[config.mk]
export PLATFORM = sky130hd
export DESIGN_NAME = controller_top
export DESIGN_NICKNAME = d
export VERILOG_FILES = /design/src/rtl/ctrl_pkg.sv /design/src/rtl/cpu_sequencer.sv /design/src/rtl/op_decode.sv /design/src/rtl/cond_check.sv /design/src/rtl/stage_ctrl.sv /design/src/rtl/controller_top.sv
export SDC_FILE = /design/constraint.sdc
export NUM_CORES = 1
export LEC_CHECK = 0
export ABC_CLOCK_PERIOD_IN_PS = 2300
export CORE_UTILIZATION = 45
export DETAILED_ROUTE_END_ITERATION = 6
export DONT_BUFFER_PORTS = 1
export PLACE_DENSITY_LB_ADDON = 0.08
export SYNTH_ARGS = -nofsm -noshare
export SYNTH_HDL_FRONTEND = slang
export SYNTH_HIERARCHICAL = 1
export SYNTH_SLANG_ARGS = --single-unit
[constraint.sdc]
create_clock -name clk -period 2.3 [get_ports clk]
set_clock_uncertainty 0.2 [all_clocks]
set_input_delay 0.46 -clock clk [delete_from_list [all_inputs] [get_ports clk]]
set_output_delay 0.46 -clock clk [all_outputs]
set_load 0.01 [all_outputs]
[src/rtl/ctrl_pkg.sv]
package ctrl_pkg;

    // instruction field widths
    localparam int OPCODE_W = 7;
    localparam int COND_W   = 4;
    localparam int SEL_W    = 2;

    // pc source select
    localparam logic [SEL_W-1:0] SEL_PC_INC    = 2'b00;
    localparam logic [SEL_W-1:0] SEL_PC_START  = 2'b01;
    localparam logic [SEL_W-1:0] SEL_PC_BRANCH = 2'b11;

    // operand and shift source taken from the pc
    localparam logic [SEL_W-1:0] SEL_FROM_PC = 2'b11;

    // compare sets flags only, no destination write
    localparam logic [3:0] CMP_FUNC = 4'b1010;

    // load_pc_start sits above the cycle states
    typedef enum logic [3:0] {
        st_reset         = 4'd0,
        st_load_pc_start = 4'd8,
        st_fetch         = 4'd1,
        st_fetch_wait    = 4'd2,
        st_decode        = 4'd3,
        st_execute       = 4'd4,
        st_mem_inc_pc    = 4'd5,
        st_mem_wait      = 4'd6,
        st_write_back    = 4'd7
    } state_e;

    typedef enum logic [1:0] {
        cls_none,
        cls_alu,
        cls_mem,
        cls_branch
    } op_class_e;

    typedef enum logic [2:0] {
        alu_add = 3'b000,
        alu_sub = 3'b001,
        alu_and = 3'b010,
        alu_orr = 3'b011,
        alu_xor = 3'b111
    } alu_op_e;

    typedef enum logic [COND_W-1:0] {
        eq, ne, cs, cc, mi, pl, vs, vc,
        hi, ls, ge, lt, gt, le, al, nv
    } cond_e;

    typedef struct packed {
        logic n;
        logic z;
        logic c;
        logic v;
    } flags_t;

    // pre-index, up, write-back
    typedef struct packed {
        logic p;
        logic u;
        logic w;
    } idx_t;

    typedef struct packed {
        logic w_en1;
        logic w_en2;
        logic w_en_ldr;
        logic sel_load_lr;
    } rf_ctrl_t;

    typedef struct packed {
        logic [SEL_W-1:0] sel_a_in;
        logic             en_a;
        logic             en_b;
        logic             en_s;
        logic             sel_shift;
        logic [SEL_W-1:0] sel_shift_in;
    } opnd_ctrl_t;

    typedef struct packed {
        logic    sel_a;
        logic    sel_b;
        logic    sel_branch_imme;
        logic    sel_post_indexing;
        alu_op_e alu_op;
    } exec_ctrl_t;

    typedef struct packed {
        logic en_status;
        logic status_rdy;
    } stat_ctrl_t;

    typedef struct packed {
        logic             load_ir;
        logic             load_pc;
        logic [SEL_W-1:0] sel_pc;
    } fetch_ctrl_t;

    typedef struct packed {
        logic ram_w_en;
    } mem_ctrl_t;

    typedef struct packed {
        op_class_e op_class;
        alu_op_e   alu_op;
        logic      uses_a;
        logic      uses_b;
        logic      shift_reg;
        logic      ldr_lit;
        logic      is_store;
        logic      link;
        logic      br_reg;
        logic      writes_rd;
        logic      ldr_wb;
    } dec_t;

endpackage

[src/rtl/cpu_sequencer.sv]
`timescale 1ns/1ns

module cpu_sequencer
    import ctrl_pkg::*;
(
    input  logic   clk,
    input  logic   rst_n,
    output state_e state
);

    // fixed seven-state instruction loop, one state per clock
    always_ff @(posedge clk or negedge rst_n) begin
        if (!rst_n) begin
            state <= st_reset;
        end else begin
            case (state)
                st_reset:         state <= st_load_pc_start;
                st_load_pc_start: state <= st_fetch;
                st_fetch:         state <= st_fetch_wait;
                st_fetch_wait:    state <= st_decode;
                st_decode:        state <= st_execute;
                st_execute:       state <= st_mem_inc_pc;
                st_mem_inc_pc:    state <= st_mem_wait;
                st_mem_wait:      state <= st_write_back;
                // back to fetch for the next instruction
                st_write_back:    state <= st_fetch;
                // unused codes recover through reset
                default:          state <= st_reset;
            endcase
        end
    end

    a_state_legal: assert property (
        @(posedge clk) disable iff (!rst_n)
        state inside {st_reset, st_load_pc_start, st_fetch, st_fetch_wait, st_decode,
                      st_execute, st_mem_inc_pc, st_mem_wait, st_write_back}
    ) else $error("sequencer left the legal state set");

endmodule

[src/rtl/op_decode.sv]
`timescale 1ns/1ns

module op_decode
    import ctrl_pkg::*;
(
    input  logic [OPCODE_W-1:0] opcode,
    input  cond_e               cond,
    output dec_t                dec
);

    logic is_alu;
    logic is_mem;
    logic is_branch;

    // alu ops need bit 6 clear and a condition other than never
    assign is_alu    = (opcode[6] == 1'b0) && (cond != nv);
    // 11xxxxx and 1000xxx are loads and stores
    assign is_mem    = (opcode[6:5] == 2'b11) || (opcode[6:3] == 4'b1000);
    assign is_branch = (opcode[6:3] == 4'b1001);

    always_comb begin
        if (is_alu) begin
            dec.op_class = cls_alu;
        end else if (is_mem) begin
            dec.op_class = cls_mem;
        end else if (is_branch) begin
            dec.op_class = cls_branch;
        end else begin
            dec.op_class = cls_none;
        end
    end

    // function code in the low three bits
    always_comb begin
        dec.alu_op = alu_add;
        if (is_alu) begin
            case (opcode[2:0])
                3'b000:  dec.alu_op = alu_add;
                3'b001:  dec.alu_op = alu_sub;
                3'b010:  dec.alu_op = alu_sub;
                3'b011:  dec.alu_op = alu_and;
                3'b100:  dec.alu_op = alu_orr;
                3'b101:  dec.alu_op = alu_xor;
                default: dec.alu_op = alu_add;
            endcase
        end
    end

    // register operands
    assign dec.uses_a    = opcode[3];
    assign dec.uses_b    = opcode[4];
    // shift amount from a register only with a register operand b
    assign dec.shift_reg = opcode[4] & opcode[5];

    // everything except cmp writes rd
    assign dec.writes_rd = is_alu && (opcode[3:0] != CMP_FUNC);

    // pc-relative load, immediate form of 100xxxx
    assign dec.ldr_lit   = (opcode[6:4] == 3'b100) && (opcode[3] == 1'b0);
    assign dec.is_store  = opcode[4];

    // branch with link and branch to register
    assign dec.link      = opcode[2];
    assign dec.br_reg    = opcode[1];

    // loaded data goes back to rd at write-back
    assign dec.ldr_wb    = (opcode[6:4] == 3'b110) || (opcode[6:3] == 4'b1000);

endmodule

[src/rtl/cond_check.sv]
`timescale 1ns/1ns

module cond_check
    import ctrl_pkg::*;
(
    input  cond_e  cond,
    input  flags_t flags,
    output logic   taken
);

    logic n_eq_v;

    // signed comparisons all hinge on n == v
    assign n_eq_v = (flags.n == flags.v);

    always_comb begin
        taken = 1'b0;
        case (cond)
            eq: taken = flags.z;
            ne: taken = ~flags.z;
            cs: taken = flags.c;
            cc: taken = ~flags.c;
            mi: taken = flags.n;
            pl: taken = ~flags.n;
            vs: taken = flags.v;
            vc: taken = ~flags.v;
            // unsigned higher / lower or same
            hi: taken = flags.c & ~flags.z;
            ls: taken = ~flags.c | flags.z;
            // signed
            ge: taken = n_eq_v;
            lt: taken = ~n_eq_v;
            gt: taken = ~flags.z & n_eq_v;
            le: taken = flags.z | ~n_eq_v;
            al: taken = 1'b1;
            nv: taken = 1'b0;
        endcase
    end

endmodule

[src/rtl/stage_ctrl.sv]
`timescale 1ns/1ns

module stage_ctrl
    import ctrl_pkg::*;
(
    input  state_e      state,
    input  dec_t        dec,
    input  logic        taken,
    input  idx_t        idx,
    input  logic        en_status_decode,
    output rf_ctrl_t    rf,
    output opnd_ctrl_t  opnd,
    output exec_ctrl_t  exec,
    output stat_ctrl_t  stat,
    output fetch_ctrl_t fetch,
    output mem_ctrl_t   mem
);

    always_comb begin
        // idle strobes unless the state asks for something
        rf    = '0;
        opnd  = '0;
        exec  = '0;
        stat  = '0;
        fetch = '0;
        mem   = '0;

        case (state)
            st_load_pc_start: begin
                fetch.load_pc = 1'b1;
                fetch.sel_pc  = SEL_PC_START;
            end

            st_decode: begin
                fetch.load_ir = 1'b1;
            end

            // operand stage loads
            st_execute: begin
                case (dec.op_class)
                    cls_alu: begin
                        opnd.en_a      = dec.uses_a;
                        opnd.en_b      = dec.uses_b;
                        opnd.en_s      = 1'b1;
                        opnd.sel_shift = dec.shift_reg;
                    end
                    cls_mem: begin
                        if (!dec.uses_a) begin
                            // immediate offset, base from rn or pc
                            opnd.en_a = 1'b1;
                            if (dec.ldr_lit) begin
                                opnd.sel_a_in = SEL_FROM_PC;
                            end
                        end else begin
                            opnd.en_a = 1'b1;
                            opnd.en_b = 1'b1;
                            opnd.en_s = 1'b1;
                        end
                    end
                    cls_branch: begin
                        opnd.en_b         = dec.br_reg;
                        opnd.en_s         = 1'b1;
                        opnd.sel_shift    = 1'b1;
                        opnd.sel_shift_in = SEL_FROM_PC;
                    end
                    default: begin
                    end
                endcase
            end

            // alu, memory access and pc update in the same cycle
            st_mem_inc_pc: begin
                case (dec.op_class)
                    cls_alu: begin
                        fetch.load_pc  = 1'b1;
                        fetch.sel_pc   = SEL_PC_INC;
                        exec.alu_op    = dec.alu_op;
                        // immediate paths when no register operand
                        exec.sel_a     = ~dec.uses_a;
                        exec.sel_b     = ~dec.uses_b;
                        stat.en_status = en_status_decode;
                        rf.w_en1       = dec.writes_rd;
                    end
                    cls_mem: begin
                        fetch.load_pc          = 1'b1;
                        fetch.sel_pc           = SEL_PC_INC;
                        exec.alu_op            = idx.u ? alu_add : alu_sub;
                        exec.sel_b             = ~dec.uses_a;
                        exec.sel_post_indexing = ~idx.p;
                        stat.en_status         = en_status_decode;
                        // base update on post-index or explicit writeback
                        rf.w_en2               = ~idx.p | idx.w;
                        mem.ram_w_en           = dec.is_store;
                    end
                    cls_branch: begin
                        fetch.load_pc        = 1'b1;
                        fetch.sel_pc         = taken ? SEL_PC_BRANCH : SEL_PC_INC;
                        rf.w_en1             = dec.link;
                        // target is pc plus offset
                        exec.alu_op          = alu_add;
                        exec.sel_a           = 1'b1;
                        exec.sel_b           = ~dec.br_reg;
                        exec.sel_branch_imme = ~dec.br_reg;
                    end
                    default: begin
                    end
                endcase
            end

            st_mem_wait: begin
                stat.status_rdy = 1'b1;
            end

            st_write_back: begin
                rf.w_en_ldr = dec.ldr_wb;
            end

            default: begin
            end
        endcase
    end

endmodule

[src/rtl/controller_top.sv]
`timescale 1ns/1ns

module controller_top
    import ctrl_pkg::*;
(
    input  logic                clk,
    input  logic                rst_n,
    input  logic [OPCODE_W-1:0] opcode,
    input  cond_e               cond,
    input  flags_t              flags,
    input  idx_t                idx,
    input  logic                en_status_decode,
    output rf_ctrl_t            rf,
    output opnd_ctrl_t          opnd,
    output exec_ctrl_t          exec,
    output stat_ctrl_t          stat,
    output fetch_ctrl_t         fetch,
    output mem_ctrl_t           mem
);

    state_e state;
    dec_t   dec;
    logic   taken;

    cpu_sequencer u_cpu_sequencer (
        .clk   (clk),
        .rst_n (rst_n),
        .state (state)
    );

    op_decode u_op_decode (
        .opcode (opcode),
        .cond   (cond),
        .dec    (dec)
    );

    cond_check u_cond_check (
        .cond  (cond),
        .flags (flags),
        .taken (taken)
    );

    stage_ctrl u_stage_ctrl (
        .state            (state),
        .dec              (dec),
        .taken            (taken),
        .idx              (idx),
        .en_status_decode (en_status_decode),
        .rf               (rf),
        .opnd             (opnd),
        .exec             (exec),
        .stat             (stat),
        .fetch            (fetch),
        .mem              (mem)
    );

endmodule

==> results of run 1 <==
-- worst min-delay path by stage --
stage,end,slack [ns],from
after floorplan,u_cpu_sequencer/state[0],-0.04,rst_n
after global placement,u_cpu_sequencer/state[0],-0.04,rst_n
after detailed placement,u_cpu_sequencer/state[0],-0.04,rst_n
after CTS,u_cpu_sequencer/state[1],0.29,rst_n
after global routing,u_cpu_sequencer/state[1],0.31,rst_n
final,u_cpu_sequencer/state[1],0.30,rst_n
-- where the power goes --
| part | internal (uW) | total (uW) | switching, uW |
|---|---|---|---|
| registers | 70.8 | 70.8 | 0 |
| logic | 60.7 | 113 | 52.7 |
| clock network | 58.1 | 83.9 | 25.8 |
-- kinds of logic (layout without fill, tap and decap cells) --
| group | count (synthesis) | after routing | share of synthesized area |
|---|---|---|---|
| xor gates and xnor gates | 4 | 4 | 0.0363 |
| other | 1 | 1 | 0.00388 |
| muxes | 2 | 2 | 0.0207 |
| and+or+nand+nor | 52 | 52 | 0.329 |
| AOI/OAI and AO/OA | 31 | 31 | 0.236 |
| buffers and inverters | 27 | 36 | 0.141 |
| DFF | 4 | 4 | 0.104 |
| adders and majority gates | 10 | 10 | 0.130 |
-- layout by cell type (no fill, tap or decap), types with 3 or more instances in the layout --
cell | synthesis | routed
a211oi_1 | 3 | 3
nor2_1 | 8 | 6
buf_4 | 9 | 17
ha_2 | 0 | 3
and3_1 | 6 | 6
nand2b_4 | 1 | 3
inv_1 | 14 | 13
ha_1 | 10 | 6
nor3_2 | 2 | 3
nor3_1 | 9 | 8
clkbuf_4 | 0 | 3
a21oi_1 | 10 | 10
nand2_1 | 6 | 6
nand2b_1 | 5 | 3
-- through the flow --
stage,utilization,instance area [sq um],cells
finish,0.605,1200,167
global route,0.605,1200,167
CTS,0.593,1180,167
detailed placement,0.547,1080,163
global placement,0.547,1080,163
floorplan,-,1010,131
-- critical path: cells and delay by family --
family / cells / cell delay [ns]
compound gates: 4 / 0.66
xor+xnor: 2 / 0.32
simple gates: 2 / 0.21
-- layer usage --
metal / GRT usage / share of wire / vias up
li1: - / - / 473
met1: 0.253 / 0.44 / 409
met2: 0.378 / 0.50 / 36
met3: 0.0252 / 0.052 / 0
met4: 0.0441 / 0 / 0
met5: 0 / 0 / -
-- final cells by class --
cell class	instances	area, sq um	share of cell area
clock buffer	3	22.5	0.0188
tap	27	33.8	0.0282
timing repair buffer	18	138	0.115
multi-input combinational	100	846	0.706
sequential	4	103	0.0856
inverter	15	56.3	0.0470
-- repair_timing --
item	in CTS	in global routing
gates resized for setup	10	7
endpoints found under the hold margin	4	0
pin swaps	5	3
hold buffers	1	0
endpoints found under the setup margin	6	9
==> run metrics, run 1 <==
share of cells above drive strength 1=0.343; ANT cells=0; fin. max-slew vios=0; Die W=48.3 um; Post-Place Setup Slack=-0.101 ns; Worst Path Required=1.64 ns; worst setup margin=-0.0118 ns; crit path capture type=output port; worst skew pair latency=0.23 ns; Crit Path Max Fanout=2; largest net degree at the start of global routing=11; crit path launch=flags[3]; CTS Buffer Depth=2; Reg-to-Reg End=u_cpu_sequencer/state[1]; vias in the first global route=892; part of the cycle the worst path needs=1.01; top_reg_cell synth=dfrtp_1; crit path launch type=primary input; # DRC=0; register bank with the most flops=u_cpu_sequencer/state; synthesized flop and latch total=4; synth unique cells=42; IO Port Bufs=0; reg2reg setup slack=0.90 ns; drt via density=5.50; Synth Cell Area=966 sq um; number of flops mapped to enable cells by yosys=0; Worst path slowest cell=a2111oi_2; clock-pin slew on the worst setup and hold paths=0.04 ns; minimum clock period=2.31 ns; Post-CTS Setup Bufs=0; Mapped Avg Cell Area=7.37 sq um; H-tree depth=1; RSZ-0062 raised after global routing=yes; global-route congestion overflow total=0; endpoints failing setup=1; Mapped Cells=131; Power Dens Cells=224 mW/mm^2; slowest cell delay on critical path=0.32 ns; largest registers=u_cpu_sequencer/state: 4 flops; TritonCTS clock tree=built; status=complete, but fails checks; WL/cell=13.7 um; most frequent cells after synthesis=inv_1, a21oi_1, ha_1, buf_4, nor3_1; setup tns final=-0.0118 ns; Fin. Hold Viols=0; Total GRT Usage=0.205; clock root cell=clkbuf_4; global-route wire length before repair=3830 um; die area=0.00234 sq mm; number of antenna violations at the first check in global routing=0; I/O pin cnt=47; Final GP Congestion=0.812; Post-synth ARST share=1.00; arrival time worst endpoint=1.65 ns; Overall Power=268 uW; FMAX=0.433 GHz; Worst Hold Class=in2async; Filler Cell Count=196; Worst IR Drop VDD=227 uV; initial core utilization=0.487; Routed WL=2300 um; Leakage=0.000519 uW; r2r worst-path depth=4; Area contributors post-synth=ha_1, dfrtp_1, buf_4; detailed-route via count=918; Max-cap violations=0; area grow syn2layout=24.1%; kind of critical path=in2out; row cnt=16; Inserted Clock Buffers=3; DR iter-0 viols=9; crit path to=fetch[0]; max reg flops=4; NumNets Final=173; chip height=48.3 um; Synth area leader=ha_1; core box area=0.00198 sq mm; top-count cell post-synth=inv_1; first drt pass iteration count=4; # clock sinks=4; Yosys top cell area share=0.130; post-DP HPWL=1760 um; FF-to-FF Start=u_cpu_sequencer/state[1]; worst path cell trace=xor2_4, xor2_1, a2111oi_2, a311oi_1, o22ai_1, nand2_1, nor2_2, o2bb2ai_2; syn_nets=162; failing checks=negative setup slack; hold_ws=0.296 ns; synth warn=6; sequential-to-total area share from yosys stat=0.104; post-route ant nets=0
(Power assumes the default switching activity.)
==> inputs of run 2 (changes only) <==
- ABC_AREA: unset -> 1
==> run 2 against run 1 <==
The run now ends clean. Sequential power is essentially flat. Non-clock buffer count is 12 lower. First-iteration DRC count is 33% higher. Sequential cell count is the same. Routed wire length is 8.3% higher. Core utilization decreased by 9.1 points. Cell count increased by 37%. Critical path depth is 1 higher. Clock power is 0.8% higher.
==> run metrics, run 2 <==
status=complete, no violations; die area=0.00260 sq mm; FMAX=0.442 GHz; Yosys top cell area share=0.205; Final GP Congestion=0.836; clock-pin slew on the worst setup and hold paths=0.04 ns; number of flops mapped to enable cells by yosys=0; fin. max-slew vios=0; reg2reg setup slack=0.99 ns; Inserted Clock Buffers=3; GR met1 Demand/Resource=0.234; Reg-to-Reg End=u_cpu_sequencer/state[1]; synth warn=6; # clock sinks=4; Cell Count, Final, Fillers Out=228; clock root cell=clkbuf_4; CP dominant cell by count=inv_1; post-DP HPWL=2050 um; # DRC=0; NumNets Final=233; GR met3 Demand/Resource=0.0357; Mapped Avg Cell Area=5.37 sq um; Area contributors post-synth=nand2_1, ha_1, nor2_1; Final Cell Area=0.00115 sq mm; I/O pin cnt=47; Worst Path Required=1.64 ns; Worst IR Drop VDD=284 uV; WL/cell=10.9 um; Crit Path Max Fanout=9; Placed Area=0.00108 sq mm; RSZ-0062 raised after global routing=yes; post-route ant nets=0; Total GRT Usage=0.197; global-route congestion overflow total=0; drt via density=4.94; Power Dens Cells=232 mW/mm^2; Post-CTS Setup Bufs=0; largest net degree at the start of global routing=10; worst path cell trace=inv_1, a21oi_1, buf_4, inv_1, ha_2, inv_1, o21ai_0, nand2_1, nor2_1; Fin. Hold Viols=0; number of antenna violations at the first check in global routing=0; Synth Cell Area=0.00108 sq mm; initial core utilization=0.483; share of cells above drive strength 1=0.190; Leakage=0.000616 uW; part of the cycle the worst path needs=0.983; r2r worst-path depth=4; largest registers=u_cpu_sequencer/state: 4 flops; Worst Hold Class=in2async; Synth area leader=nand2_1; top_reg_cell synth=dfrtp_1; Filler Cell Count=241; FF-to-FF Start=u_cpu_sequencer/state[1]; synthesized flop and latch total=4; WP buf/inv=4; kind of critical path=in2out; CTS Buffer Depth=2; row cnt=17; slowest cell delay on critical path=0.27 ns; global-route wire length before repair=4080 um; core box area=0.00223 sq mm; Die W=51.0 um; IO Port Bufs=0; most frequent cells in the layout=nand2_1, inv_1, nor2_1, nand3_1; worst skew pair latency=0.23 ns; minimum clock period=2.26 ns; met2 Use GR=0.373; Routed WL=2490 um; arrival time worst endpoint=1.60 ns; Max-cap violations=0; Mapped Cells=201; H-tree depth=1; TritonCTS clock tree=built; Post-synth ARST share=1.00; sequential-to-total area share from yosys stat=0.0928; vias in the first global route=1022; area grow syn2layout=6.50%; most frequent cells after synthesis=nand2_1, nor2_1, inv_1, nand3_1, ha_1; top-count cell post-synth=nand2_1; crit-path leading delay family=buffers and inverters; syn_nets=232; max reg flops=4; ANT cells=0; dpl cells=224; register bank with the most flops=u_cpu_sequencer/state; detailed-route via count=1127; chip height=51.0 um; first drt pass iteration count=4; endpoints failing setup=0; Worst path slowest cell=ha_2; most common cell after layout, fill and taps aside=nand2_1; crit path launch type=primary input; DR iter-0 viols=12; GR peak layer=met2; synth unique cells=24; crit path capture type=output port
run 2: cell types whose count changed after synthesis, moves of 7 or more:
cell / before / now
nand2_1: 6 / 59
nor2_1: 8 / 33
inv_1: 14 / 31
nor3_1: 9 / 2
nand3_1: 1 / 18
run 2: worst reg2reg max path, delay by kind of cell, from the launching register on:
kind / cells / cell delay [ns]
flops: 1 / 0.51
simple gates: 1 / 0.03
fa+ha+maj: 1 / 0.28
buf+inv: 2 / 0.16
run 2: worst max-delay path by stage:
stage | start | endpoint | slack [ns] | depth (start not counted)
floorplan | cond[2] | exec[0] | 0.02 | 10
global placement | opcode[5] | exec[6] | 0.05 | 9
detailed placement | opcode[5] | exec[6] | -0.02 | 9
CTS | opcode[6] | exec[0] | 0.009 | 10
global route | opcode[5] | exec[6] | -0.04 | 9
finish | opcode[5] | exec[6] | 0.04 | 9
run 2: metrics by stage:
step                      hold slack, ns  setup WS (ns)   util  setup TNS [ns]  power (uW)
after floorplan                  -0.0356         0.0196      -               0         160
after global placement           -0.0355         0.0486  0.484               0         171
after detailed placement         -0.0355        -0.0207  0.484         -0.0207         174
after CTS                          0.290        0.00920  0.500               0         266
after global routing               0.307        -0.0407  0.514         -0.0407         292
final                              0.304         0.0392  0.514               0         267
run 2: kinds of logic after synthesis:
family                   synth area share
AND/OR/NAND/NOR                     0.505
buffers and inverters               0.189
AO/OA/AOI/OAI                      0.0940
adder cells (fa/ha/maj)             0.116
flip-flops                         0.0928
other                             0.00348
run 2: cell type report:
class	count	area, sq um	area share
tap	28	35.0	0.0305
sequential	4	100	0.0871
inverter	35	131	0.114
timing repair buffer	6	47.5	0.0414
clock buffer	3	22.5	0.0196
multi-input combinational	152	812	0.707
run 2: routing by layer:
layer,share of wire,up-vias
li1,-,603
met1,0.42,498
met2,0.52,26
met3,0.052,0
met4,0,0
met5,0,-
run 2: timing repair:
item,CTS,global route
gates cloned,0,0
hold buffers,1,0
resized for setup,1,11
setup endpoints to repair,1,13
hold endpoints to repair,4,0
run 2: where the power goes:
| part | switching (uW) | internal, uW |
|---|---|---|
| combinational | 69.2 | 42.0 |
| sequential | 0 | 70.8 |
| clock | 26.4 | 58.2 |
| total | 95.6 | 171 |
==> inputs of run 3 (changes only) <==
==> constraint.sdc (replaced) <==
create_clock -name clk -period 2.3 [get_ports clk]
set_clock_uncertainty 0.2 [all_clocks]
set_input_delay 0.115 -clock clk [delete_from_list [all_inputs] [get_ports clk]]
set_output_delay 0.115 -clock clk [all_outputs]
set_load 0.01 [all_outputs]
==> run 3 against run 2 <==
Clock-buffer cell count did not move. Worst setup slack improved by 0.48 ns. Cell count fell by 1.8%. Sequential cell count did not move. Maximum frequency rose by 27%. Final area fell by 5.7%. Combinational power fell by 11%. Routed wire length fell by 6.1%. Highest routed layer unchanged.
==> run metrics, run 3 (synthesized netlist as in run 2, its figures left out) <==
r2r worst-path depth=4; post-DP HPWL=1960 um; Inserted Clock Buffers=3; FMAX=0.562 GHz; IO Port Bufs=0; share of cells above drive strength 1=0.107; kind of critical path=reg2out; crit path launch type=register; TritonCTS clock tree=built; Overall Power=253 uW; register bank with the most flops=u_cpu_sequencer/state; WL/cell=10.4 um; worst skew pair latency=0.23 ns; dpl cells=219; DR iter-0 viols=23; # clock sinks=4; most common cell after layout, fill and taps aside=nand2_1; Reg-to-Reg End=u_cpu_sequencer/state[1]; clock root cell=clkbuf_4; met2 Use GR=0.357; FF-to-FF Start=u_cpu_sequencer/state[1]; number of antenna violations at the first check in global routing=0; reg2reg setup slack=1.00 ns; NumNets Final=229; Final GP Congestion=0.863; Total GRT Usage=0.194; status=complete, no violations; detailed-route via count=1126; CTS Buffer Depth=2; minimum clock period=1.78 ns; Die W=51.0 um; chip height=51.0 um; Worst Hold Depth=2; clock-pin slew on the worst setup and hold paths=0.03 ns; global-route wire length before repair=4040 um; initial core utilization=0.483; endpoints failing setup=0; row cnt=17; post-route ant nets=0; first drt pass iteration count=4; GR met1 Demand/Resource=0.240; largest net degree at the start of global routing=10; fin. max-slew vios=0; core box area=0.00223 sq mm; Fin. Hold Viols=0; area grow syn2layout=0.464%; crit path launch=u_cpu_sequencer/state[1]; CTS resizes=0; part of the cycle the worst path needs=0.774; die area=0.00260 sq mm; Routed WL=2330 um; GR met3 Demand/Resource=0.0238; RSZ-0062 raised after global routing=no; Worst IR Drop VDD=217 uV; most frequent cells in the layout=nand2_1, nor2_1, inv_1, nand3_1, ha_1; GR peak layer=met2; Worst Hold Class=in2out; Power Dens Cells=234 mW/mm^2; # DRC=0; ANT cells=0; arrival time worst endpoint=1.46 ns; crit path capture type=output port; drt via density=5.03; Max-cap violations=0; global-route congestion overflow total=0; H-tree depth=1; max reg flops=4; setup tns final=0 ns; Crit Path Max Fanout=8; I/O pin cnt=47; Cell Count, Final, Fillers Out=224; largest registers=u_cpu_sequencer/state: 4 flops; vias in the first global route=992; Leakage=0.000601 uW; Worst Path Required=1.99 ns; crit path to=opnd[7]
run 3: layer usage:
layer  share of wire  wire length [um]
met5               0                 0
met4               0                 0
met3           0.057               134
met2            0.50              1170
met1            0.44              1020
run 3: how the worst min path moves through the flow:
| stage | from | end |
|---|---|---|
| 2_1_floorplan | rst_n | u_cpu_sequencer/state[0] |
| 6_report | en_status_decode | stat[1] |
| 4_1_cts | en_status_decode | stat[1] |
| 3_3_place_gp | rst_n | u_cpu_sequencer/state[1] |
| 5_1_grt | opcode[4] | mem |
| 3_5_place_dp | rst_n | u_cpu_sequencer/state[1] |
run 3: cell type report:
class                   instances  area (sq um)
clock buffers                   3          22.5
well taps                      28          35.0
inverters                      35           131
repair buffers                  2          20.0
fillers                       251          1150
multi-input cells             152           774
flip-flops and latches          4           100
run 3: per-stage QoR:
stage                     setup slack (ns)  instance area (sq um)   util  hold slack, ns
after global placement               0.604                   1040  0.466          -0.380
after floorplan                      0.637                   1080      -          -0.381
final                                0.520                   1080  0.485           0.137
after CTS                            0.494                   1080  0.485           0.137
after detailed placement             0.550                   1040  0.466          -0.380
after global routing                 0.352                   1080  0.485           0.154
run 3: where the power goes:
| group | switching, uW | internal (uW) |
|---|---|---|
| clock network | 25.2 | 58.1 |
| registers | 0 | 70.8 |
| logic | 63.5 | 35.8 |
| total | 88.7 | 165 |
run 3: repair_timing:
item,in CTS,in global routing
hold buffers,2,0
endpoints found under the hold margin,4,0
setup buffers,0,0
run 3: critical path: stages (launching register included):
cell	delay, ns
dfrtp_1	0.47
nor2_1	0.28
nand2_2	0.14
nor2_1	0.34
